File: src/include/cpu_defs_defs.svh
`ifndef CPU_DEFS_DEFS_SVH
`define CPU_DEFS_DEFS_SVH

// axi-lite bus widths
`define AXI_ADDR_W 32
`define AXI_DATA_W 32

// one strobe bit per byte lane
`define AXI_STRB_W (`AXI_DATA_W / 8)

// pc after reset, also the first sram word
`define CPU_RESET_ADDR 32'h8000_0000

// addi x0, x0, 0
`define INST_NOP 32'h0000_0013

// sram size in words
`define ISRAM_DEPTH_WORDS 256

// cycles between ar handshake and rvalid
`define ISRAM_READ_WAIT 3

`endif

File: src/axi_pkg.sv
`default_nettype none

`include "cpu_defs_defs.svh"

package axi_pkg;

    // bus vectors
    typedef logic [`AXI_ADDR_W-1:0] axi_addr_t;
    typedef logic [`AXI_DATA_W-1:0] axi_data_t;
    typedef logic [`AXI_STRB_W-1:0] axi_strb_t;
    typedef logic [1:0]             axi_resp_t;

    // response codes, exokay and decerr never produced here
    localparam axi_resp_t RESP_OKAY   = 2'b00;
    localparam axi_resp_t RESP_SLVERR = 2'b10;

endpackage

`default_nettype wire

File: src/core_pkg.sv
`default_nettype none

`include "cpu_defs_defs.svh"

package core_pkg;

    // program counter and instruction word
    typedef logic [`AXI_ADDR_W-1:0] pc_t;
    typedef logic [`AXI_DATA_W-1:0] inst_t;

    // instruction sram slave
    typedef enum logic [1:0] {
        SRAM_IDLE,
        SRAM_RD_WAIT,
        SRAM_RD_RESP,
        SRAM_WR_RESP
    } sram_state_e;

    // fetch unit read master
    typedef enum logic [1:0] {
        FETCH_IDLE,
        FETCH_ADDR,
        FETCH_DATA
    } fetch_state_e;

    // loader write master
    typedef enum logic [1:0] {
        LOAD_IDLE,
        LOAD_SEND,
        LOAD_RESP
    } loader_state_e;

endpackage

`default_nettype wire

File: src/imem_loader.sv
`timescale 1ns/1ps
`default_nettype none

`include "cpu_defs_defs.svh"

module imem_loader
    import axi_pkg::*;
    import core_pkg::*;
(
    input  logic      clk,
    input  logic      rst_n,
    // outside strobe
    input  logic      load_valid,
    input  axi_addr_t load_addr,
    input  axi_data_t load_data,
    input  axi_strb_t load_strb,
    output logic      load_done,
    output logic      load_err,
    // write address
    output axi_addr_t awaddr,
    output logic      awvalid,
    input  logic      awready,
    // write data
    output axi_data_t wdata,
    output axi_strb_t wstrb,
    output logic      wvalid,
    input  logic      wready,
    // write response
    input  axi_resp_t bresp,
    input  logic      bvalid,
    output logic      bready
);

    loader_state_e state;

    // channel finished by the end of this cycle
    logic aw_done;
    logic w_done;
    logic b_fire;

    assign aw_done = !awvalid || awready;
    assign w_done  = !wvalid || wready;

    // response always accepted
    assign bready = 1'b1;
    assign b_fire = bvalid && bready;

    always_ff @(posedge clk) begin
        if (!rst_n) begin
            state     <= LOAD_IDLE;
            awvalid   <= 1'b0;
            wvalid    <= 1'b0;
            load_done <= 1'b0;
        end else begin
            load_done <= 1'b0;
            case (state)
                LOAD_IDLE: begin
                    if (load_valid) begin
                        state   <= LOAD_SEND;
                        awvalid <= 1'b1;
                        wvalid  <= 1'b1;
                    end
                end
                LOAD_SEND: begin
                    // aw and w may be taken on different cycles
                    if (awvalid && awready) begin
                        awvalid <= 1'b0;
                    end
                    if (wvalid && wready) begin
                        wvalid <= 1'b0;
                    end
                    if (aw_done && w_done) begin
                        state <= LOAD_RESP;
                    end
                end
                LOAD_RESP: begin
                    if (b_fire) begin
                        state     <= LOAD_IDLE;
                        load_done <= 1'b1;
                    end
                end
                default: begin
                    state <= LOAD_IDLE;
                end
            endcase
        end
    end

    // request latched once, error with the done pulse
    always_ff @(posedge clk) begin
        if (state == LOAD_IDLE && load_valid) begin
            awaddr <= load_addr;
            wdata  <= load_data;
            wstrb  <= load_strb;
        end
        if (state == LOAD_RESP && b_fire) begin
            load_err <= (bresp == RESP_SLVERR);
        end
    end

    // no back-pressure outside, a new load must wait for done
    a_load_in_idle: assert property (@(posedge clk) disable iff (!rst_n)
        load_valid |-> state == LOAD_IDLE);

endmodule

`default_nettype wire

File: config.mk
export PLATFORM = sky130hd
export DESIGN_NAME = imem_loader
export DESIGN_NICKNAME = d
export VERILOG_FILES = /design/src/axi_pkg.sv /design/src/core_pkg.sv /design/src/imem_loader.sv
export VERILOG_INCLUDE_DIRS = /design/src /design/src/include
export SDC_FILE = /design/constraint.sdc
export NUM_CORES = 1
export LEC_CHECK = 0
export BUFFER_PORTS_ARGS = -buffer_cell sky130_fd_sc_hd__buf_4
export CAP_MARGIN = 20
export CORE_MARGIN = 2
export CORE_UTILIZATION = 41
export CTS_CLUSTER_SIZE = 40
export DETAILED_ROUTE_END_ITERATION = 8
export GPL_ROUTABILITY_DRIVEN = 0
export PLACE_DENSITY = 0.75
export REMOVE_ABC_BUFFERS = 1
export SYNTH_ARGS = -nofsm -noshare
export SYNTH_HDL_FRONTEND = slang
export SYNTH_SLANG_ARGS = --single-unit
File: constraint.sdc
create_clock -name clk -period 4.3 [get_ports clk]
set_input_delay 0.86 -clock clk [delete_from_list [all_inputs] [get_ports clk]]
set_output_delay 0.86 -clock clk [all_outputs]
set_load 0.005 [all_outputs]
### Yosys cells after proc, flatten, opt, wreduce, memory -nomap -nowiden

Index checks and enable logic that the tools add are counted.

* output and inout bits: 73
* latch bits: 0
* RAM bits: 0
* bits in registers: 74
* memories: 0
* ROM bits: 0
* input bits: 76

* $lt $le $gt $ge: 0
* reductions and logical operators: 15
* bitwise gates (word level): 0
* eq/ne operators: 8
* div/mod/pow operators: 0
* $mul: 0
* mux-type cells: 10
* add/sub/neg operators: 0
* shift-type cells: 0

Operators with widths (number)
* != test 2 bit (second input constant): 5
* AND reduction 3 bit: 3
* 2-to-1 mux 2 bit: 3
* one-hot mux 2 bit (3 select lines): 1
* logical AND 1 bit: 5
* equality test 2 bit (second input constant): 2
* 2-to-1 mux 1 bit: 4
* one-hot mux 1 bit (2 select lines): 2
* equality test 2 x 1 -> 1 bit (second input constant): 1
* logical NOT 1 bit: 2
* logical NOT 2 bit: 1
* logical OR 1 bit: 2
* AND reduction 2 bit: 1
* nonzero test 2 bit: 1

### Depth between registers and ports, before layout

Gate-level depths: netlist (run 1).

* depth in word-level cells: 5
* gate-level depth with buffers: 3
* gate-level depth less buffers: 3

### Least setup slack after synthesis (run 1)

Ideal clock, no wire load.

* path kind: input -> register
* from: input load_valid
* to: register awaddr[0] (enable)
* library setup time: 0.483 ns
* stages: 1
* path slack: 0.314 ns
* arrival time: 3.503 ns
* required time: 3.817 ns
* path through: nor3b_2

* longest elaborated chain between the ends: 1

RTL lines
* start: declaration: line imem_loader.sv:13 `input logic load_valid,`
* logical AND 1 bit: line imem_loader.sv:91 `if (state == LOAD_IDLE && load_valid) begin`
* end signal: assignment: line imem_loader.sv:92 `awaddr <= load_addr;`
* end: declaration: line imem_loader.sv:20 `output axi_addr_t awaddr,`

Every way passes these cells.
A chain may end at the register's enable or synchronous reset.

### Worst setup path after layout (run 1)

* from: register awaddr[2]
* to: output awaddr[2]

No word-level cell between the ends.

==> results_dict.tcl, run 1 <==
set metrics [dict create \
    hold_violations 0 \
    yosysMostFrequentCell "edfxtp_1" \
    tritoncts "done" \
    holdWs_ns 0.546 \
    antenna_cells 0 \
    grt_pass1_wl_um 7360 \
    synth_top_area_cell "edfxtp_1" \
    synthTopCellsByCount "69 x edfxtp_1, 5 x dfxtp_1, 4 x nor2b_1" \
    path_class "reg2out" \
    path_buf_inv 1 \
    cts_root_buf "clkbuf_8" \
    finalSetupTns_ns 0 \
    cp_cell_sequence "buf_4" \
    cts_hold_buf 0 \
    clock_sinks 74 \
    dr.pass1.iters 4 \
    first_global_vias 1383 \
    core-area_um2 5470 \
    drv_cap 0 \
    synth_fa_ha_area_frac 0 \
    p_leak_nw 1.57 \
    synth_compound_area_frac 0.0205 \
    cp_top_family "flip-flops" \
    fin_crit_ns 1.73 \
    yosys_most_used_dff "edfxtp_1" \
    syn_to_final_growth_pct 60.1 \
    cts_setup_buffers 0 \
    grt-ovfl-total 0 \
    grt_use_total 0.167 \
    portBuffers 147 \
    worst_pin_slew_ns 0.528 \
    vias 1497 \
    rows 27 \
    synth-simple-area-share 0.0319 \
    worst_ep_arrival_time_ns 0.87 \
    totalWireLength_um 5410 \
    cp-start-kind "flop" \
    drt_iter0_drc 126 \
    boundaryPins 149 \
    drive_gt1_frac 0.626 \
    post-route-util 0.678 \
    ys_seq_area_frac 0.938 \
    ys_types 17 \
    synth_area_per_cell_um2 23.6 \
    critPathSlowestCell "edfxtp_1" \
    synthMuxAreaShare 0 \
    clk_path_buf_depth 2 \
    cp-end-kind "output port" \
    total_power_w 0.00154 \
    finalNetCount 333 \
    synth_edf_count 69 \
    setup_violations 0 \
    wl_per_cell_um 16.2 \
    die_h_um 79.2 \
    max-slew-margin-rel 0.648 \
    synth_top_family_by_area "simple AND/OR/NAND/NOR gates" \
    start_util 0.423 \
    max_freq_mhz 578 \
    syn_area_um2 2320 \
    power_density_nw_per_um2 416 \
    worstPathMaxFanout 1 \
    required_ns 3.44 \
    h-tree-depth 3 \
    dieArea_um2 6270 \
    die_x_um 79.2 \
    vdd_drop_max_mv 0.189 \
    rsz0062_at_grt "no" \
    status "finished, final reports clean" \
    drc 0 \
    synth_top_area_frac 0.895 \
    final.setup_skew_ns 0.00836 \
    grt_max_degree 44 \
    cts.clk_slew.worst_paths_ns 0.08 \
    synth_xor_xnor_area_share 0 \
    via_per_inst 4.48 \
    ys_seq_elements 74 \
    syn-instance-count 98 \
    drv_slew 0 \
    hold_class "reg2reg" \
    yosys-top-cells-area "edfxtp_1 89%, dfxtp_1 4.3%, nor2b_1 1.1%, a211oi_1 0.65%, nor3b_2 0.54%" \
    async_flop_share 0 \
    antenna_found_initial 0 \
    yosys_warnings 0 \
    timing.final.crit_share 0.402 \
    max_stage_delay_ns 0.39 \
    insertion_delay_ns 0.33 \
    ctsResizeCount 0 \
    cts_buffers 9 \
    antenna_left 0 \
]
area by class of cell:
type / instances / area (um2)
Tap cell: 72 / 90.1
Clock buffer: 10 / 128
Timing Repair Buffer: 149 / 1120
Fill cell: 405 / 1760
Inverter: 3 / 11.3
Clock inverter: 6 / 57.6
Sequential cell: 74 / 2170
Multi-Input combinational cell: 20 / 131
kinds of logic (layout without fill, tap and decap cells):
logic type / Yosys count / after routing
DFF: 74 / 74
and+or+nand+nor: 12 / 12
AOI/OAI and AO/OA: 7 / 7
buffers and inverters: 4 / 168
other: 1 / 1
metal layers:
metal,part of all wire,vias up,global-route usage
met4,0.010,0,0.0690
met5,0,-,0
met3,0.11,4,0.0818
li1,-,693,-
met2,0.51,96,0.264
met1,0.37,704,0.193
final timing paths:
| check | start | to | slack [ns] | cells past startpoint |
|---|---|---|---|---|
| worst min register to register | wvalid | wvalid | 0.55 | 2 |
| worst max register to register | state[1] | awaddr[11] | 2.86 | 2 |
| worst min-delay path | wvalid | wvalid | 0.55 | 2 |
| worst max-delay path | awaddr[2] | awaddr[2] | 2.57 | 1 |
through the flow:
| stage | instances | instance area [um2] | worst slack, ns |
|---|---|---|---|
| 2_1_floorplan | 97 | 2310 | 0.314 |
| 3_3_place_gp | 318 | 3520 | 2.32 |
| 3_5_place_dp | 318 | 3520 | 2.29 |
| 4_1_cts | 334 | 3710 | 2.54 |
| 5_1_grt | 334 | 3710 | 2.52 |
| 6_report | 334 | 3710 | 2.57 |
cell usage in the layout, fill, tap and decap left out, drive strengths merged:
| master | count |
|---|---|
| a211oi | 2 |
| a22oi | 1 |
| a32o | 1 |
| and2 | 1 |
| and3 | 1 |
| buf | 149 |
| bufinv | 1 |
| clkbuf | 10 |
| clkinv | 3 |
| clkinvlp | 2 |
| conb | 1 |
| dfxtp | 5 |
| edfxtp | 69 |
| inv | 3 |
| nand2 | 2 |
| nor2 | 2 |
| nor2b | 5 |
| nor3b | 1 |
| o21ai | 3 |
report_power, final:
part / leakage, nW / switching [W] / internal, W
combinational: 0.778 / 0.0000678 / 0.000107
sequential: 0.701 / 0.0000188 / 0.000854
clock: 0.0874 / 0.000233 / 0.000263
total: 1.57 / 0.000319 / 0.00122
sequential cells by signal (all words and copies together), names as in the netlist:
name / count
wstrb: 4
state: 2
awaddr: 32
load_err: 1
awvalid: 1
wdata: 32
load_done: 1
wvalid: 1
(Power assumes the default switching activity.)
==> run 2: changes to the inputs <==
--- a/config.mk
+++ b/config.mk
@@ -9,11 +9,11 @@
 export BUFFER_PORTS_ARGS = -buffer_cell sky130_fd_sc_hd__buf_4
 export CAP_MARGIN = 20
 export CORE_MARGIN = 2
-export CORE_UTILIZATION = 41
+export CORE_UTILIZATION = 37
 export CTS_CLUSTER_SIZE = 40
 export DETAILED_ROUTE_END_ITERATION = 8
 export GPL_ROUTABILITY_DRIVEN = 0
-export PLACE_DENSITY = 0.75
+export PLACE_DENSITY = 0.71
 export REMOVE_ABC_BUFFERS = 1
 export SYNTH_ARGS = -nofsm -noshare
 export SYNTH_HDL_FRONTEND = slang
==> constraint.sdc (replaced) <==
create_clock -name clk -period 1.4 [get_ports clk]
set_input_delay 0.28 -clock clk [delete_from_list [all_inputs] [get_ports clk]]
set_output_delay 0.28 -clock clk [all_outputs]
set_load 0.005 [all_outputs]
==> run 2 against run 1 <==
Effect of this change:
- first-iteration DRC count is 59% lower
- cell count grew 0.90%
- clock-buffer cell count stayed put
- global-route usage down 2.0 points
- clock power grew to 3.1 times the previous value
- worst setup slack lost 2.4 ns
- combinational power rose to 3.1 times the previous value
- sequential power grew to 3.1 times the previous value
- non-clock buffer count unchanged
- critical path type is now reg2reg
- critical endpoint is now wstrb[0]
==> results_dict.tcl, run 2 (synthesis gave the netlist of run 1 again) <==
set metrics [dict create \
    ff2ff_path_depth 2 \
    crit_path_end "wstrb[0]" \
    drv_slew 0 \
    clock_sinks 74 \
    crit_start "state[1]" \
    cts_hold_buf 0 \
    drt_iter0_drc 52 \
    h-tree-depth 3 \
    finalWorstSetupSlack_ns 0.138 \
    cts_setup_buffers 0 \
    vdd_drop_max_mv 0.803 \
    start_util 0.387 \
    internal_power_w 0.00377 \
    cts_root_buf "clkbuf_8" \
    required_ns 1.42 \
    pwr-share-comb 0.116 \
    boundaryPins 149 \
    grt_max_degree 40 \
    totalWireLength_um 4980 \
    timing.final.crit_share 0.901 \
    rsz0062_at_grt "no" \
    p_sw_frac 0.206 \
    reg_top3 "awaddr (32), wdata (32), wstrb (4)" \
    ctsResizeCount 0 \
    antenna_left 0 \
    dieArea_um2 6910 \
    dr.pass1.iters 4 \
    cts.clk_slew.worst_paths_ns 0.07 \
    dp_slack_ns 0.143 \
    first_global_vias 1513 \
    die_h_um 83.1 \
    placed_cells 321 \
    rows 28 \
    cp-start-kind "flop" \
    tritoncts "done" \
    r2r_slack_ns 0.14 \
    pwr-share-clk 0.321 \
    core-area_um2 5990 \
    regToRegEndpoint "wstrb[0]" \
    worst_ep_arrival_time_ns 1.28 \
    fin_crit_ns 1.26 \
    finalNetCount 333 \
    cts_buffers 9 \
    grt_use_total 0.146 \
    drive_gt1_frac 0.626 \
    layout_commonest_cell "buf_4" \
    sequentialPowerShare 0.563 \
    vias 1452 \
    hpwlAfterDp_um 3860 \
    die_x_um 83.1 \
    drc 0 \
    final.setup_skew_ns 0.00546 \
    insertion_delay_ns 0.32 \
    final_cell_mix "147 x buf_4, 69 x edfxtp_1, 9 x clkbuf_8, 5 x dfxtp_1, 4 x nor2b_1" \
    p_sw_w 0.000978 \
    p_leak_nw 1.58 \
    r2r-start "state[1]" \
    hold_class "in2reg" \
    post-route-util 0.624 \
    status "finished, final reports clean" \
    grt_pass1_wl_um 7550 \
    path_class "reg2reg" \
    wl_per_cell_um 14.8 \
    cp-end-kind "flop" \
    antenna_cells 0 \
    total_power_w 0.00475 \
    fin_cells 337 \
    clk_path_buf_depth 2 \
    portBuffers 147 \
    hold_violations 0 \
    via_per_inst 4.31 \
    grt-ovfl-total 0 \
    drv_cap 0 \
    worstPathMaxFanout 39 \
    setup_violations 0 \
    power_density_nw_per_um2 1270 \
    max_freq_mhz 793 \
    syn_to_final_growth_pct 61.4 \
    antenna_found_initial 0 \
]
==> run 2: cell types whose count changed in the layout (fill, tap and decap cells not counted) <==
cell    change
buf_4       -2
buf_12      +2
==> run 2: worst min path at each step <==
stage | startpoint | to | slack (ns) | cells after the start
6_report | load_data[29] | wdata[29] | 0.12 | 1
5_1_grt | load_addr[18] | awaddr[18] | 0.09 | 1
4_1_cts | load_addr[3] | awaddr[3] | 0.10 | 1
3_5_place_dp | load_data[11] | wdata[11] | 0.46 | 1
3_3_place_gp | load_data[24] | wdata[24] | 0.46 | 1
2_1_floorplan | awready | awvalid | 0.37 | 1
==> run 2: stage by stage <==
step	hold WS (ns)	area, um2	setup TNS, ns
global route	0.0908	3740	0
finish	0.123	3740	0
CTS	0.101	3740	0
detailed placement	0.459	3550	0
floorplan	0.374	2310	-145.97
global placement	0.458	3550	0
==> run 2: power by group through the flow <==
stage | Combinational (W) | Sequential [W] | Clock (W)
2_1_floorplan | 0.0000877 | 0.00276 | 0
3_3_place_gp | 0.000552 | 0.00272 | 0
3_5_place_dp | 0.000563 | 0.00273 | 0
4_1_cts | 0.000563 | 0.00268 | 0.00158
5_1_grt | 0.000595 | 0.00269 | 0.00168
6_report | 0.000551 | 0.00268 | 0.00153
==> run 2: worst max-delay path, cell delays in order (launching register included) <==
cell and delay (ns):
dfxtp_1 0.36, nor3b_4 0.31, buf_12 0.27
==> run 2: final cells by class <==
class                           count  area (um2)
Clock buffer                       10         128
Clock inverter                      6        57.6
Fill cell                         470        2250
Inverter                            3        11.3
Multi-Input combinational cell     20         131
Sequential cell                    74        2170
Tap cell                           75        93.8
Timing Repair Buffer              149        1140
==> run 2: per-layer routing <==
metal	global-route usage	part of all wire
met2	0.225	0.48
met3	0.0855	0.14
met5	0	0
met4	0.0537	0.0054
met1	0.170	0.38
==> run 3: changes to the inputs <==
--- a/config.mk
+++ b/config.mk
@@ -15,6 +15,7 @@
 export GPL_ROUTABILITY_DRIVEN = 0
 export PLACE_DENSITY = 0.71
 export REMOVE_ABC_BUFFERS = 1
+export SETUP_SLACK_MARGIN = 0.5
 export SYNTH_ARGS = -nofsm -noshare
 export SYNTH_HDL_FRONTEND = slang
 export SYNTH_SLANG_ARGS = --single-unit
==> run 3 against run 2 <==
Effect of this change:
- worst setup slack better by 0.074 ns
- critical path type unchanged
- maximum frequency increased by 6.2%
- die area unchanged
==> results_dict.tcl, run 3 (synthesis gave the netlist of run 1 again) <==
set metrics [dict create \
    status "finished, final reports clean" \
    dieArea_um2 6910 \
    min-delay-start "load_addr[29]" \
    rsz0062_at_grt "yes" \
    whs_endpoint "awaddr[29]" \
    drv_cap 0 \
    worst_ep_arrival_time_ns 1.22 \
    vias 1502 \
    start_util 0.387 \
    timing.final.crit_share 0.849 \
    drt_iter0_drc 59 \
    cp-end-kind "flop" \
    dr.pass1.iters 4 \
    cts_buffers 9 \
    ff2ff_path_depth 3 \
    grt_max_degree 31 \
    max_stage_delay_ns 0.35 \
    required_ns 1.43 \
    antenna_left 0 \
    worstPathMaxFanout 20 \
    grt-ovfl-total 0 \
    antenna_cells 0 \
    portBuffers 147 \
    h-tree-depth 3 \
    grt_pass1_wl_um 7780 \
    vdd_drop_max_mv 0.809 \
    hold_violations 0 \
    cts_root_buf "clkbuf_8" \
    finalNetCount 340 \
    r2r_slack_ns 0.21 \
    path_class "reg2reg" \
    hold_depth 1 \
    p_leak_nw 1.65 \
    first_global_vias 1558 \
    die_h_um 83.1 \
    die_x_um 83.1 \
    insertion_delay_ns 0.33 \
    antenna_found_initial 0 \
    final.setup_skew_ns 0.00567 \
    power_density_nw_per_um2 1240 \
    max_freq_mhz 842 \
    clock_sinks 74 \
    grt_use_total 0.151 \
    holdWs_ns 0.123 \
    regToRegEndpoint "wstrb[0]" \
    drv_slew 0 \
    setup_violations 0 \
    core-area_um2 5990 \
    cts_hold_buf 0 \
    reg_top3 "awaddr (32), wdata (32), wstrb (4)" \
    drive_gt1_frac 0.658 \
    placed_cells 321 \
    hold_class "in2reg" \
    hpwlAfterDp_um 3860 \
    critPathSlowestCell "dfxtp_2" \
    totalWireLength_um 5210 \
    boundaryPins 149 \
    wl_per_cell_um 15.1 \
    fin_cells 344 \
    fin_crit_ns 1.19 \
    clk_path_buf_depth 2 \
    drc 0 \
    tritoncts "done" \
    syn_to_final_growth_pct 68.8 \
    cp-start-kind "flop" \
    cp_cell_sequence "nor3b_4, buf_6, buf_12" \
    cts.clk_slew.worst_paths_ns 0.08 \
    via_per_inst 4.37 \
    final_cell_mix "136 x buf_4, 69 x edfxtp_1, 16 x buf_6, 9 x clkbuf_8" \
    r2r-start "state[1]" \
    layout_commonest_cell "buf_4" \
    rows 28 \
]
[run 3: worst max-delay path by stage]
stage,from,endpoint,slack [ns],cells after the start
after floorplan,state[1],awaddr[0],-2.12,1
after global placement,load_valid,awaddr[22],0.16,3
after detailed placement,state[1],awaddr[22],0.14,2
after CTS,state[1],awaddr[5],0.19,3
after global routing,state[1],awaddr[31],0.18,3
final,state[1],wstrb[0],0.21,3
[run 3: repair_timing]
action,4_1_cts,5_1_grt
buffers inserted,3,2
resized for setup,15,10
cloned,1,1
endpoints found under the setup margin,144,144
endpoints found under the hold margin,0,0
[run 3: stage by stage]
| step | area, um2 | TNS [ns] | power (W) | worst slack (ns) | util |
|---|---|---|---|---|---|
| global route | 3910 | 0 | 0.00507 | 0.176 | 0.652 |
| global placement | 3550 | 0 | 0.00327 | 0.161 | 0.593 |
| detailed placement | 3550 | 0 | 0.00329 | 0.143 | 0.593 |
| finish | 3910 | 0 | 0.00486 | 0.212 | 0.652 |
| CTS | 3830 | 0 | 0.00488 | 0.195 | 0.639 |
| floorplan | 2310 | -145.97 | 0.00284 | -2.12 | - |
[run 3: power by group]
| part | internal (W) | total (W) | switching (W) |
|---|---|---|---|
| registers | 0.00262 | 0.00268 | 0.0000584 |
| clock network | 0.000808 | 0.00153 | 0.000721 |
| logic | 0.000418 | 0.000645 | 0.000227 |
[run 3: layer usage]
| layer | share of wire | GRT usage | up-vias |
|---|---|---|---|
| li1 | - | - | 710 |
| met2 | 0.48 | 0.234 | 109 |
| met1 | 0.39 | 0.176 | 676 |
| met4 | 0.0096 | 0.0537 | 0 |
| met5 | 0 | 0 | - |
| met3 | 0.12 | 0.0855 | 7 |
[run 3: cell type report]
class,count,area [um2]
fill,459,2080
sequential,74,2180
clock inverter,6,57.6
inverter,3,11.3
clock buffer,10,128
timing repair buffer,156,1300
multi-input combinational,20,136
tap,75,93.8
[run 3: critical path, delay by kind of cell (launching register included)]
family,cells,cell delay (ns)
flops,1,0.35
buf+inv,2,0.32
simple gates,1,0.21
