===== config.mk =====
export PLATFORM = sky130hd
export DESIGN_NAME = ifu
export DESIGN_NICKNAME = d
export VERILOG_FILES = /design/src/axi_pkg.sv /design/src/core_pkg.sv /design/src/ifu.sv
export VERILOG_INCLUDE_DIRS = /design/src /design/src/include
export SDC_FILE = /design/constraint.sdc
export NUM_CORES = 1
export LEC_CHECK = 0
export ABC_AREA = 0
export BUFFER_PORTS_ARGS = -buffer_cell sky130_fd_sc_hd__buf_4
export CORE_MARGIN = 2
export CORE_UTILIZATION = 37
export CTS_CLUSTER_DIAMETER = 50
export DETAILED_ROUTE_END_ITERATION = 12
export HOLD_SLACK_MARGIN = 0.02
export PLACE_DENSITY = 0.64
export SLEW_MARGIN = 40
export SYNTH_ARGS = -nofsm -noshare
export SYNTH_HDL_FRONTEND = slang
export SYNTH_SLANG_ARGS = --single-unit

===== constraint.sdc =====
create_clock -name clk -period 2.5 [get_ports clk]
set_clock_uncertainty 0.05 [all_clocks]
set_input_delay 0.375 -clock clk [delete_from_list [all_inputs] [get_ports clk]]
set_output_delay 0.375 -clock clk [all_outputs]
set_load 0.02 [all_outputs]

===== src/include/cpu_defs_defs.svh =====
`ifndef CPU_DEFS_DEFS_SVH
`define CPU_DEFS_DEFS_SVH

// axi-lite bus widths
`define AXI_ADDR_W 32
`define AXI_DATA_W 32

// one strobe bit per byte lane
`define AXI_STRB_W (`AXI_DATA_W / 8)

// pc after reset, also the first sram word
`define CPU_RESET_ADDR 32'h8000_0000

// addi x0, x0, 0
`define INST_NOP 32'h0000_0013

// sram size in words
`define ISRAM_DEPTH_WORDS 256

// cycles between ar handshake and rvalid
`define ISRAM_READ_WAIT 3

`endif


===== src/axi_pkg.sv =====
`default_nettype none

`include "cpu_defs_defs.svh"

package axi_pkg;

    // bus vectors
    typedef logic [`AXI_ADDR_W-1:0] axi_addr_t;
    typedef logic [`AXI_DATA_W-1:0] axi_data_t;
    typedef logic [`AXI_STRB_W-1:0] axi_strb_t;
    typedef logic [1:0]             axi_resp_t;

    // response codes, exokay and decerr never produced here
    localparam axi_resp_t RESP_OKAY   = 2'b00;
    localparam axi_resp_t RESP_SLVERR = 2'b10;

endpackage

`default_nettype wire


===== src/core_pkg.sv =====
`default_nettype none

`include "cpu_defs_defs.svh"

package core_pkg;

    // program counter and instruction word
    typedef logic [`AXI_ADDR_W-1:0] pc_t;
    typedef logic [`AXI_DATA_W-1:0] inst_t;

    // instruction sram slave
    typedef enum logic [1:0] {
        SRAM_IDLE,
        SRAM_RD_WAIT,
        SRAM_RD_RESP,
        SRAM_WR_RESP
    } sram_state_e;

    // fetch unit read master
    typedef enum logic [1:0] {
        FETCH_IDLE,
        FETCH_ADDR,
        FETCH_DATA
    } fetch_state_e;

    // loader write master
    typedef enum logic [1:0] {
        LOAD_IDLE,
        LOAD_SEND,
        LOAD_RESP
    } loader_state_e;

endpackage

`default_nettype wire


===== src/ifu.sv =====
`timescale 1ns/1ps
`default_nettype none

`include "cpu_defs_defs.svh"

module ifu
    import axi_pkg::*;
    import core_pkg::*;
(
    input  logic      clk,
    input  logic      rst_n,
    // core side
    input  logic      fetch_en,
    input  logic      redirect,
    input  pc_t       redirect_pc,
    output logic      inst_valid,
    output inst_t     inst,
    output pc_t       inst_pc,
    output logic      inst_err,
    // read address
    output axi_addr_t araddr,
    output logic      arvalid,
    input  logic      arready,
    // read data
    input  axi_data_t rdata,
    input  axi_resp_t rresp,
    input  logic      rvalid,
    output logic      rready
);

    fetch_state_e state;
    pc_t          pc;
    // response belongs to an abandoned pc
    logic         drop;

    logic ar_fire;
    logic r_fire;
    logic keep;

    // never stalls the slave
    assign rready = 1'b1;

    assign ar_fire = arvalid && arready;
    assign r_fire  = rvalid && rready;

    // response reported only if nothing redirected it
    assign keep = !drop && !redirect;

    always_ff @(posedge clk) begin
        if (!rst_n) begin
            state      <= FETCH_IDLE;
            pc         <= `CPU_RESET_ADDR;
            arvalid    <= 1'b0;
            drop       <= 1'b0;
            inst_valid <= 1'b0;
        end else begin
            inst_valid <= 1'b0;
            // redirect loads pc in any state
            if (redirect) begin
                pc <= redirect_pc;
            end
            case (state)
                FETCH_IDLE: begin
                    if (fetch_en) begin
                        state   <= FETCH_ADDR;
                        arvalid <= 1'b1;
                    end
                end
                FETCH_ADDR: begin
                    // ar must still complete, mark the answer stale
                    if (redirect) begin
                        drop <= 1'b1;
                    end
                    if (ar_fire) begin
                        state   <= FETCH_DATA;
                        arvalid <= 1'b0;
                    end
                end
                FETCH_DATA: begin
                    if (r_fire) begin
                        state      <= FETCH_IDLE;
                        drop       <= 1'b0;
                        inst_valid <= keep;
                        if (keep) begin
                            pc <= pc + pc_t'(4);
                        end
                    end else if (redirect) begin
                        drop <= 1'b1;
                    end
                end
                default: begin
                    state <= FETCH_IDLE;
                end
            endcase
        end
    end

    // payload
    always_ff @(posedge clk) begin
        if (state == FETCH_IDLE && fetch_en) begin
            // same-cycle redirect goes straight to the bus
            araddr <= redirect ? redirect_pc : pc;
        end
        if (r_fire) begin
            inst     <= rdata;
            inst_pc  <= araddr;
            inst_err <= (rresp == RESP_SLVERR);
        end
    end

    // address held until accepted
    a_araddr_stable: assert property (@(posedge clk) disable iff (!rst_n)
        arvalid && !arready |=> arvalid && $stable(araddr));

endmodule

`default_nettype wire


* Word level (Yosys, flattened, before mapping)
Index checks and enable logic that the tools add are counted.
** Word-level totals
- Bits in registers :: 134
** Operators by class
- Add/sub/neg operators :: 1
- Equality and inequality tests :: 6
- Multiplexer cells :: 14
- Reduce and logical (&&, ||, !) cells :: 11
** Operator list (number)
- $mux 32 :: 4
- $add 32x3->32 const B :: 1
- $reduce_and 3->1 :: 3
- $mux 2 :: 3
- $ne 2x2->1 const B :: 3
- $pmux 2 s3 :: 1
- $eq 2x2->1 const B :: 2
- $mux 1 :: 4
- $pmux 1 s2 :: 2
- $reduce_bool 2->1 :: 2
- $logic_and 1x1->1 :: 3
- $eq 2x1->1 const B :: 1
- $logic_not 1->1 :: 2
- $logic_not 2->1 :: 1

* Logic depth before layout (Yosys ltp)
Gate-level depths: netlist of the first run.
- Word-level depth :: 5
- Mapped depth :: 8
- Gate-level depth less buffers :: 6

* Worst setup path before layout of the first run
OpenSTA, ideal clock, no wires.
- Path type :: register to register
- From :: register state[0]
- To :: register araddr[0], enable pin
- Setup time :: 0.422 ns
- Data arrival time :: 1.985 ns
- Required time :: 2.028 ns
- Path slack :: 0.043 ns
- Cell stages (with the launch flop) :: 5
- Buffers on the path :: 0
- Clock period less this slack :: 2.457 ns
- Cell sequence :: dfxtp_1 > inv_1 > ha_1 > inv_1 > nor2_1
** On the way
- Word-level cells in the longest chain between the ends :: 2
** Ends and longest elaborated chain
- start: declaration :: line ifu.sv:31 : fetch_state_e state;
- start signal: assignment :: line ifu.sv:51 : state <= FETCH_IDLE;
- start signal: assignment :: line ifu.sv:65 : state <= FETCH_ADDR;
- start signal: assignment :: line ifu.sv:75 : state <= FETCH_DATA;
- $logic_not 2->1 :: line ifu.sv:100 : if (state == FETCH_IDLE && fetch_en) begin
- $logic_and 1x1->1 :: line ifu.sv:100
- end signal: assignment :: line ifu.sv:102 : araddr <= redirect ? redirect_pc : pc;
- end: declaration :: line ifu.sv:21 : output axi_addr_t araddr,
Every way passes these cells.
A chain may end at the register's enable or synchronous reset.

* Worst setup path after layout of the first run
- From :: register pc[2]
- To :: register pc[26]
** On the way
- Word-level cells in the longest chain between the ends :: 4
** Ends and longest elaborated chain
- start: declaration :: line ifu.sv:32 : pc_t pc;
- start signal: assignment :: line ifu.sv:52 : pc <= `CPU_RESET_ADDR;
- start signal: assignment :: line ifu.sv:60 : pc <= redirect_pc;
- start signal: assignment :: line ifu.sv:85 : pc <= pc + pc_t'(4);
- $add 32x3->32 :: line ifu.sv:85
- $mux 32 :: line ifu.sv:84 : if (keep) begin
- $mux 32 :: line ifu.sv:80 : if (r_fire) begin
- $mux 32 :: line ifu.sv:62 : case (state)
Every way passes these cells.

==> results.sh, run 1 <==
export IMPL_synth_cells=392
export IMPL_cts_sinks=134
export IMPL_clkLatencyLatePin_ns=0.42
export IMPL_p_leak_nw=2.90
export IMPL_drv_slew=0
export IMPL_critPathBufInv=0
export IMPL_layout_nets=647
export IMPL_ys_seq_area_share_pct=69.0
export IMPL_crit_path_start_kind="flip-flop"
export IMPL_cap_violations=0
export IMPL_dieArea_um2=15300
export IMPL_viasPerCell=5.02
export IMPL_dieHeight_um=124
export IMPL_worstPathRequired_ns=2.79
export IMPL_grt_pass1_wl_um=18600
export IMPL_holdCritPathClass="in -> reg"
export IMPL_io_pins=172
export IMPL_netlist_area_leader_share_pct=55.0
export IMPL_rsz0062_at_grt="false"
export IMPL_synth_area_leaders="edfxtp_1 55%, dfxtp_1 14%, mux2_2 5.7%, o21ai_0 2.6%, nand2_1 2.0%"
export IMPL_syn_area_per_cell_um2=13.5
export IMPL_setup_viol=0
export IMPL_gp_congestion=0.827
export IMPL_cp_cell_sequence="ha_1, nand3_2, or4_4, or4_1, a31oi_1"
export IMPL_ir_drop_mv=0.346
export IMPL_cts_setup_buffers=0
export IMPL_start_util_pct=38.0
export IMPL_synth_main_ff_cell="edfxtp_1"
export IMPL_row_count=43
export IMPL_critPathKind="reg -> reg"
export IMPL_antenna_found_initial=0
export IMPL_critPathSlowestCell="or4_4"
export IMPL_cts_root_buf="clkbuf_16"
export IMPL_tns_ns=0
export IMPL_max_stage_delay_ns=0.61
export IMPL_async_reset_ff_share_pct=0
export IMPL_layoutNonFillerInstCount=763
export IMPL_diodes=0
export IMPL_routed_wl_um=12300
export IMPL_num_fill_cells=1203
export IMPL_wl_per_cell_um=16.1
export IMPL_synthToLayoutAreaGrowth_pct=40.3
export IMPL_syn_num_nets=469
export IMPL_dp_cells=731
export IMPL_drt_iter0_markers=276
export IMPL_cp_end_kind="flip-flop"
export IMPL_grt_overflow=0
export IMPL_die_w_um=124
export IMPL_utilization_pct=53.3
export IMPL_yosys_warnings=0
export IMPL_slew_limit_headroom_pct=52.4
export IMPL_layout_drive_gt1_share_pct=41.9
export IMPL_dr_pass1_iters=4
export IMPL_path_max_fanout=11
export IMPL_drtAntennaViolNets=0
export IMPL_fin_crit_ns=2.16
export IMPL_drc=0
export IMPL_pwr_density_cell_nw_per_um2=823
export IMPL_status="finished, final reports clean"
export IMPL_io_buffers=170
export IMPL_netlist_area_um2=5290
export IMPL_fmax_ghz=0.463
export IMPL_cts_root_to_sink_buffers=2
export IMPL_final_hold_violation_count=0
export IMPL_yosys_register_bits=134
export IMPL_first_global_vias=3678
export IMPL_dpl_hpwl_um=8760
export IMPL_cts_tree="built"
export IMPL_ctsResizeCount=0
export IMPL_vias=3830
export IMPL_synth_edf_count=97
export IMPL_htreeDepth=4
export IMPL_grt_max_degree=60
export IMPL_min_period_over_period_pct=86.5
export IMPL_holdWs_ns=0.0818
export IMPL_clk_pin_slew_worst_paths_ns=0.06
export IMPL_core_area_um2=13900
export IMPL_path_delay_family="simple AND/OR/NAND/NOR gates"
export IMPL_ys_types=46
export IMPL_yosysTopAreaCell="edfxtp_1"
export IMPL_cts_hold_buf=0
export IMPL_cts_buffers=17
export IMPL_grt_usage_pct=16.2
export IMPL_crit_arrival_ns=2.45
export IMPL_worstMarginPinSlew_ns=0.714
[state kept, by name, summed over array words and instances, names as in the netlist]
register / cells
araddr: 32
inst_valid: 1
inst_err: 1
drop: 1
arvalid: 1
inst_pc: 32
inst: 32
pc: 32
state: 2
[worst reg2reg max path, stage by stage, from the launching register on]
cell	delay, ns
dfxtp_1	0.39
ha_1	0.24
nand3_2	0.15
or4_4	0.61
or4_1	0.49
a31oi_1	0.17
[worst paths after layout]
path,from,end,slack [ns],cells after the start
worst min-delay path,rdata[30],inst[30]$_DFFE_PP_,0.08,1
worst min register to register,araddr[19]$_DFFE_PP_,inst_pc[19]$_DFFE_PP_,0.39,0
worst max register to register,pc[2]$_SDFF_PN0_,pc[26]$_SDFF_PN0_,0.34,5
worst max-delay path,pc[2]$_SDFF_PN0_,pc[26]$_SDFF_PN0_,0.34,5
[cells in the mapped netlist, drive strengths merged, types with 2 or more instances]
master	n
o31ai	2
or4	4
inv	9
buf	5
nor4	4
a21oi	14
mux2i	2
ha	5
and3	4
and4	3
a31oi	6
o21ai	27
nor2b	2
edfxtp	97
a311oi	6
or3	7
xnor2	10
mux2	27
clkbuf	15
dfxtp	37
nand2	28
nand4	9
xor2	2
nor3	14
nand3	12
a221oi	2
nor2	19
and2	6
a211oi	4
o2111ai	2
[layout by cell type, fill, tap and decap left out, drive strengths merged, types with 7 or more instances in the layout]
| cell | n |
|---|---|
| inv | 12 |
| clkinv | 7 |
| or3 | 7 |
| o21ai | 27 |
| clkbuf | 17 |
| nand4 | 9 |
| edfxtp | 97 |
| mux2 | 27 |
| xnor2 | 10 |
| buf | 179 |
| nor3 | 14 |
| nor2 | 19 |
| nand3 | 12 |
| a21oi | 14 |
| dfxtp | 37 |
| nand2 | 28 |
[metal layers]
metal	up-vias	part of all wire [%]	wire [um]	track usage (%)
met5	-	0	0	0
met4	0	1.8	218	7.24
met3	14	8.1	994	4.76
met2	149	47	5760	26.3
met1	1828	43	5340	20.0
li1	1839	-	-	-
[power breakdown]
part / total, mW / switching [mW] / internal (mW)
Clock: 2.52 / 0.946 / 1.57
Sequential: 2.76 / 0.118 / 2.64
Combinational: 0.838 / 0.461 / 0.377
Total: 6.11 / 1.52 / 4.59
[final cells by class]
cell class | instances | area (um2) | area share, %
Clock buffer | 17 | 425 | 5.73
Clock inverter | 15 | 179 | 2.41
Inverter | 10 | 37.5 | 0.505
Multi-Input combinational cell | 228 | 1540 | 20.7
Sequential cell | 134 | 3650 | 49.2
Tap cell | 180 | 225 | 3.03
Timing Repair Buffer | 179 | 1370 | 18.4
[per-stage QoR]
step                total power, mW  setup WS, ns  area (um2)
detailed placement             3.65         0.346        6820
global route                   6.37         0.166        7430
floorplan                      3.20        0.0431        5290
CTS                            6.18         0.333        7430
finish                         6.11         0.339        7430
global placement               3.63         0.402        6820
[kinds of logic after synthesis]
logic type               synth area share [%]
AO/OA/AOI/OAI                            7.40
XOR/XNOR                                 1.99
adder cells (fa/ha/maj)                  1.18
buffers and inverters                    2.36
flip-flops                               69.0
multiplexers                             6.12
other                                  0.0709
AND/OR/NAND/NOR                          11.8
(Power assumes the default switching activity.)
==> inputs of run 2 (changes only) <==
--- a/config.mk
+++ b/config.mk
@@ -13,7 +13,7 @@
 export CTS_CLUSTER_DIAMETER = 50
 export DETAILED_ROUTE_END_ITERATION = 12
 export HOLD_SLACK_MARGIN = 0.02
-export PLACE_DENSITY = 0.64
+export PLACE_DENSITY = 0.61
 export SLEW_MARGIN = 40
 export SYNTH_ARGS = -nofsm -noshare
 export SYNTH_HDL_FRONTEND = slang
==> constraint.sdc (replaced) <==
create_clock -name clk -period 2.2 [get_ports clk]
set_clock_uncertainty 0.05 [all_clocks]
set_input_delay 0.33 -clock clk [delete_from_list [all_inputs] [get_ports clk]]
set_output_delay 0.33 -clock clk [all_outputs]
set_load 0.02 [all_outputs]
==> run 2 against run 1 <==
  * Worst hold slack worse by 0.039 ns
  * Critical endpoint unchanged
  * Non-clock buffer count up 2
  * Sequential share of layout area about the same
  * Clock power up 12%
==> results.sh, run 2 (synthesis gave the netlist of run 1 again) <==
export IMPL_cts_root_to_sink_buffers=2
export IMPL_dieHeight_um=124
export IMPL_htreeDepth=4
export IMPL_status="finished, final reports clean"
export IMPL_pwr_density_cell_nw_per_um2=926
export IMPL_cts_setup_buffers=0
export IMPL_cp_end_kind="flip-flop"
export IMPL_cap_violations=0
export IMPL_switching_share_pct=24.6
export IMPL_drv_slew=0
export IMPL_clkLatencyLatePin_ns=0.42
export IMPL_cp_cell_sequence="ha_2, nand3_2, or4_4, or4_1, a31oi_1"
export IMPL_critPathKind="reg -> reg"
export IMPL_cts_root_buf="clkbuf_16"
export IMPL_ir_drop_mv=0.499
export IMPL_fin_crit_ns=2.07
export IMPL_wl_per_cell_um=16.2
export IMPL_worstPathRequired_ns=2.50
export IMPL_p_clk_share_pct=40.8
export IMPL_final_cell_mix="179 x buf_4, 97 x edfxtp_1, 37 x dfxtp_1"
export IMPL_viasPerCell=5.02
export IMPL_dp_cells=733
export IMPL_sequentialPowerShare_pct=45.5
export IMPL_holdCritPathClass="in -> reg"
export IMPL_reg2reg_depth=5
export IMPL_routed_wl_um=12400
export IMPL_first_global_vias=3693
export IMPL_p_switching_mw=1.69
export IMPL_crit_arrival_ns=2.37
export IMPL_dr_pass1_iters=7
export IMPL_drtAntennaViolNets=0
export IMPL_antenna_found_initial=0
export IMPL_diodes=0
export IMPL_drc=0
export IMPL_drt_iter0_markers=290
export IMPL_start_util_pct=38.0
export IMPL_setup_viol=0
export IMPL_cts_buffers=17
export IMPL_cts_tree="built"
export IMPL_io_buffers=170
export IMPL_vias=3839
export IMPL_p_leak_nw=2.90
export IMPL_dieArea_um2=15300
export IMPL_io_pins=172
export IMPL_gp_congestion=0.815
export IMPL_die_w_um=124
export IMPL_max_stage_delay_ns=0.59
export IMPL_grt_usage_pct=16.2
export IMPL_grt_pass1_wl_um=18600
export IMPL_core_area_um2=13900
export IMPL_layoutNonFillerInstCount=765
export IMPL_synthToLayoutAreaGrowth_pct=40.4
export IMPL_path_max_fanout=11
export IMPL_critPathSlowestCell="or4_4"
export IMPL_tns_ns=0
export IMPL_hold_depth=1
export IMPL_grt_max_degree=61
export IMPL_grt_overflow=0
export IMPL_cts_sinks=134
export IMPL_min_period_over_period_pct=94.3
export IMPL_final_hold_violation_count=0
export IMPL_num_fill_cells=1175
export IMPL_dpl_hpwl_um=8720
export IMPL_clk_pin_slew_worst_paths_ns=0.06
export IMPL_crit_path_start_kind="flip-flop"
export IMPL_combPwrFrac_pct=13.8
export IMPL_fmax_ghz=0.482
export IMPL_rsz0062_at_grt="false"
export IMPL_row_count=43
export IMPL_cts_hold_buf=0
export IMPL_internal_power_mw=5.19
export IMPL_layout_nets=649
export IMPL_layout_commonest_cell="buf_4"
export IMPL_layout_drive_gt1_share_pct=42.1
run 2: changes by cell type in the layout (fill, tap and decap cells not counted), sizes merged:
cell	before	now
clkinvlp	3	2
inv	12	10
clkbuf	17	18
clkinv	7	9
buf	179	181
run 2: worst paths after layout:
| check | from | end | slack, ns |
|---|---|---|---|
| worst min register to register | araddr[1]$_DFFE_PP_ | inst_pc[1]$_DFFE_PP_ | 0.40 |
| worst min-delay path | rdata[9] | inst[9]$_DFFE_PP_ | 0.04 |
| worst max register to register | pc[2]$_SDFF_PN0_ | pc[26]$_SDFF_PN0_ | 0.13 |
| worst max-delay path | pc[2]$_SDFF_PN0_ | pc[26]$_SDFF_PN0_ | 0.13 |
run 2: area by class of cell:
type	instances	area, um2	area share, %
Inverter	10	37.5	0.505
Multi-Input combinational cell	228	1540	20.8
Timing Repair Buffer	181	1380	18.6
Sequential cell	134	3650	49.2
Clock inverter	14	159	2.14
Clock buffer	18	429	5.78
Tap cell	180	225	3.03
run 2: timing repair:
| action | 4_1_cts | 5_1_grt |
|---|---|---|
| endpoints found under the setup margin | 0 | 4 |
| resized for setup | 0 | 2 |
| hold endpoints to repair | 0 | 0 |
run 2: power by group through the flow:
stage	clock [mW]	sequential, mW	combinational [mW]
2_1_floorplan	0	3.39	0.240
3_3_place_gp	0	3.17	0.949
3_5_place_dp	0	3.18	0.959
4_1_cts	2.86	3.13	0.960
5_1_grt	2.98	3.16	1.02
6_report	2.81	3.13	0.947
run 2: critical path, delay by kind of cell, from the launching register on:
kind / cells / cell delay, ns
simple gates: 3 / 1.17
flops: 1 / 0.40
fa+ha+maj: 1 / 0.23
compound gates: 1 / 0.17
run 2: metrics by stage:
step           hold slack [ns]  util, %  setup WS, ns  cell area (um2)  total power, mW
3_3_place_gp             0.386     49.1         0.152             6840             4.12
4_1_cts                 0.0239     53.3        0.0866             7420             6.96
5_1_grt                 0.0213     53.3        0.0115             7430             7.17
6_report                0.0431     53.3         0.126             7430             6.88
3_5_place_dp             0.392     49.1         0.102             6840             4.14
2_1_floorplan            0.379        -         0.148             5300             3.63
run 2: per-layer routing:
metal / part of all wire [%] / vias up / global-route usage, %
li1: - / 1839 / -
met1: 43 / 1814 / 19.9
met2: 47 / 166 / 25.8
met3: 8.5 / 20 / 5.40
met4: 1.7 / 0 / 7.32
met5: 0 / - / 0
==> inputs of run 3 (changes only) <==
--- a/config.mk
+++ b/config.mk
@@ -14,6 +14,7 @@
 export DETAILED_ROUTE_END_ITERATION = 12
 export HOLD_SLACK_MARGIN = 0.02
 export PLACE_DENSITY = 0.61
+export SKIP_CTS_REPAIR_TIMING = 1
 export SLEW_MARGIN = 40
 export SYNTH_ARGS = -nofsm -noshare
 export SYNTH_HDL_FRONTEND = slang
==> constraint.sdc (replaced) <==
create_clock -name clk -period 2.3 [get_ports clk]
set_clock_uncertainty 0.05 [all_clocks]
set_input_delay 0.345 -clock clk [delete_from_list [all_inputs] [get_ports clk]]
set_output_delay 0.345 -clock clk [all_outputs]
set_load 0.02 [all_outputs]
==> run 3 against run 2 <==
  * First-iteration DRC count fell by 25%
  * Setup slack improved by 0.017 ns
  * Global-route usage fell by 0.13 points
  * Clock power fell by 2%
  * Sequential power fell by 4%
  * Cell count fell by 0.26%
  * Sequential share of layout area barely moved
  * Largest cell class unchanged
  * Worst hold slack improved by 0.017 ns
  * Critical path depth did not move
  * Clock-buffer cell count did not move
  * Fmax fell by 3.8%
==> results.sh, run 3 (synthesis gave the netlist of run 1 again) <==
export IMPL_holdCritPathClass="in -> reg"
export IMPL_layout_nets=647
export IMPL_tns_ns=0
export IMPL_r2r_end="pc[26]$_SDFF_PN0_"
export IMPL_r2r_slack_ns=0.14
export IMPL_pwr_density_cell_nw_per_um2=895
export IMPL_rsz0062_at_grt="false"
export IMPL_holdWs_ns=0.0606
export IMPL_fmax_ghz=0.464
export IMPL_drc=0
export IMPL_met2_usage_pct=26.0
export IMPL_final_cell_mix="177 x buf_4, 97 x edfxtp_1, 37 x dfxtp_1"
export IMPL_hold_end="inst[22]$_DFFE_PP_"
export IMPL_cts_root_buf="clkbuf_16"
export IMPL_dpl_hpwl_um=8700
export IMPL_final_hold_violation_count=0
export IMPL_dr_pass1_iters=4
export IMPL_cap_violations=0
export IMPL_layout_drive_gt1_share_pct=41.9
export IMPL_crit_path_start_kind="flip-flop"
export IMPL_met1_usage_pct=20.2
export IMPL_wl_per_cell_um=16.3
export IMPL_setup_slack_ns=0.143
export IMPL_io_pins=172
export IMPL_synthToLayoutAreaGrowth_pct=40.3
export IMPL_use_met3_pct=4.90
export IMPL_grt_overflow=0
export IMPL_path_max_fanout=11
export IMPL_drtAntennaViolNets=0
export IMPL_start_util_pct=38.0
export IMPL_io_buffers=170
export IMPL_die_w_um=124
export IMPL_crit_arrival_ns=2.44
export IMPL_utilization_pct=53.3
export IMPL_place_ws_ns=0.162
export IMPL_fin_crit_ns=2.16
export IMPL_holdCritStartpoint="rdata[22]"
export IMPL_grt_usage_pct=16.1
export IMPL_row_count=43
export IMPL_reg2reg_depth=5
export IMPL_cts_root_to_sink_buffers=2
export IMPL_first_global_vias=3701
export IMPL_routed_wl_um=12400
export IMPL_critPathKind="reg -> reg"
export IMPL_grt_max_degree=66
export IMPL_core_area_um2=13900
export IMPL_antenna_found_initial=0
export IMPL_dieArea_um2=15300
export IMPL_diodes=0
export IMPL_dieHeight_um=124
export IMPL_cts_tree="built"
export IMPL_cp_end_kind="flip-flop"
export IMPL_r2r_start="pc[2]$_SDFF_PN0_"
export IMPL_htreeDepth=4
export IMPL_top_usage_layer="met2"
export IMPL_cts_sinks=134
export IMPL_p_leak_nw=2.89
export IMPL_clkLatencyLatePin_ns=0.41
export IMPL_cts_buffers=17
export IMPL_gp_congestion=0.829
export IMPL_drt_iter0_markers=218
export IMPL_layout_commonest_cell="buf_4"
export IMPL_hold_depth=1
export IMPL_status="finished, final reports clean"
export IMPL_clk_pin_slew_worst_paths_ns=0.06
export IMPL_drv_slew=0
export IMPL_grt_pass1_wl_um=18500
export IMPL_vias=3822
export IMPL_min_period_over_period_pct=93.8
export IMPL_worstPathRequired_ns=2.58
export IMPL_setup_viol=0
export IMPL_ir_drop_mv=0.403
export IMPL_viasPerCell=5.01
[run 3: changes by cell type in the layout (fill, tap and decap cells not counted), sizes merged]
cell | previous run | this run
inv | 10 | 12
clkinvlp | 2 | 4
clkinv | 9 | 5
buf | 181 | 179
[run 3: report_power, final]
group | switching (mW) | internal (mW)
Sequential | 0.128 | 2.87
Combinational | 0.501 | 0.404
Clock | 1.03 | 1.71
Total | 1.66 | 4.98
[run 3: worst max-delay path by stage]
stage / from / to / slack (ns) / cells past startpoint
5_1_grt: pc[2]$_SDFF_PN0_ / pc[26]$_SDFF_PN0_ / 0.0003 / 5
4_1_cts: pc[2]$_SDFF_PN0_ / pc[26]$_SDFF_PN0_ / 0.14 / 5
6_report: pc[2]$_SDFF_PN0_ / pc[26]$_SDFF_PN0_ / 0.14 / 5
2_1_floorplan: pc[2]$_SDFF_PN0_ / pc[18]$_SDFF_PN0_ / 0.25 / 6
3_3_place_gp: pc[2]$_SDFF_PN0_ / pc[26]$_SDFF_PN0_ / 0.21 / 5
3_5_place_dp: pc[2]$_SDFF_PN0_ / pc[26]$_SDFF_PN0_ / 0.16 / 5
[run 3: metal layers]
metal  vias to the layer above  part of all wire, %
met3                        15                   10
met1                      1814                   41
met4                         0                  1.6
met5                         -                    0
li1                       1840                    -
met2                       153                   47
[run 3: stage by stage]
step,instances,instance area (um2),total power [mW]
2_1_floorplan,392,5300,3.48
3_3_place_gp,731,6820,3.94
3_5_place_dp,731,6820,3.96
4_1_cts,763,7420,6.71
5_1_grt,763,7420,6.90
6_report,763,7420,6.64
[run 3: area by class of cell]
cell class	instances	area, um2
fillers	1231	6510
inverters	10	37.5
clock buffers	18	429
well taps	180	225
clock inverters	14	174
repair buffers	179	1370
flip-flops and latches	134	3650
multi-input cells	228	1540
[run 3: worst max-delay path, cell delays in order (launching register included)]
cell and delay (ns):
dfxtp_1 0.39, ha_1 0.24, nand3_2 0.14, or4_4 0.61, or4_1 0.48, a31oi_1 0.16
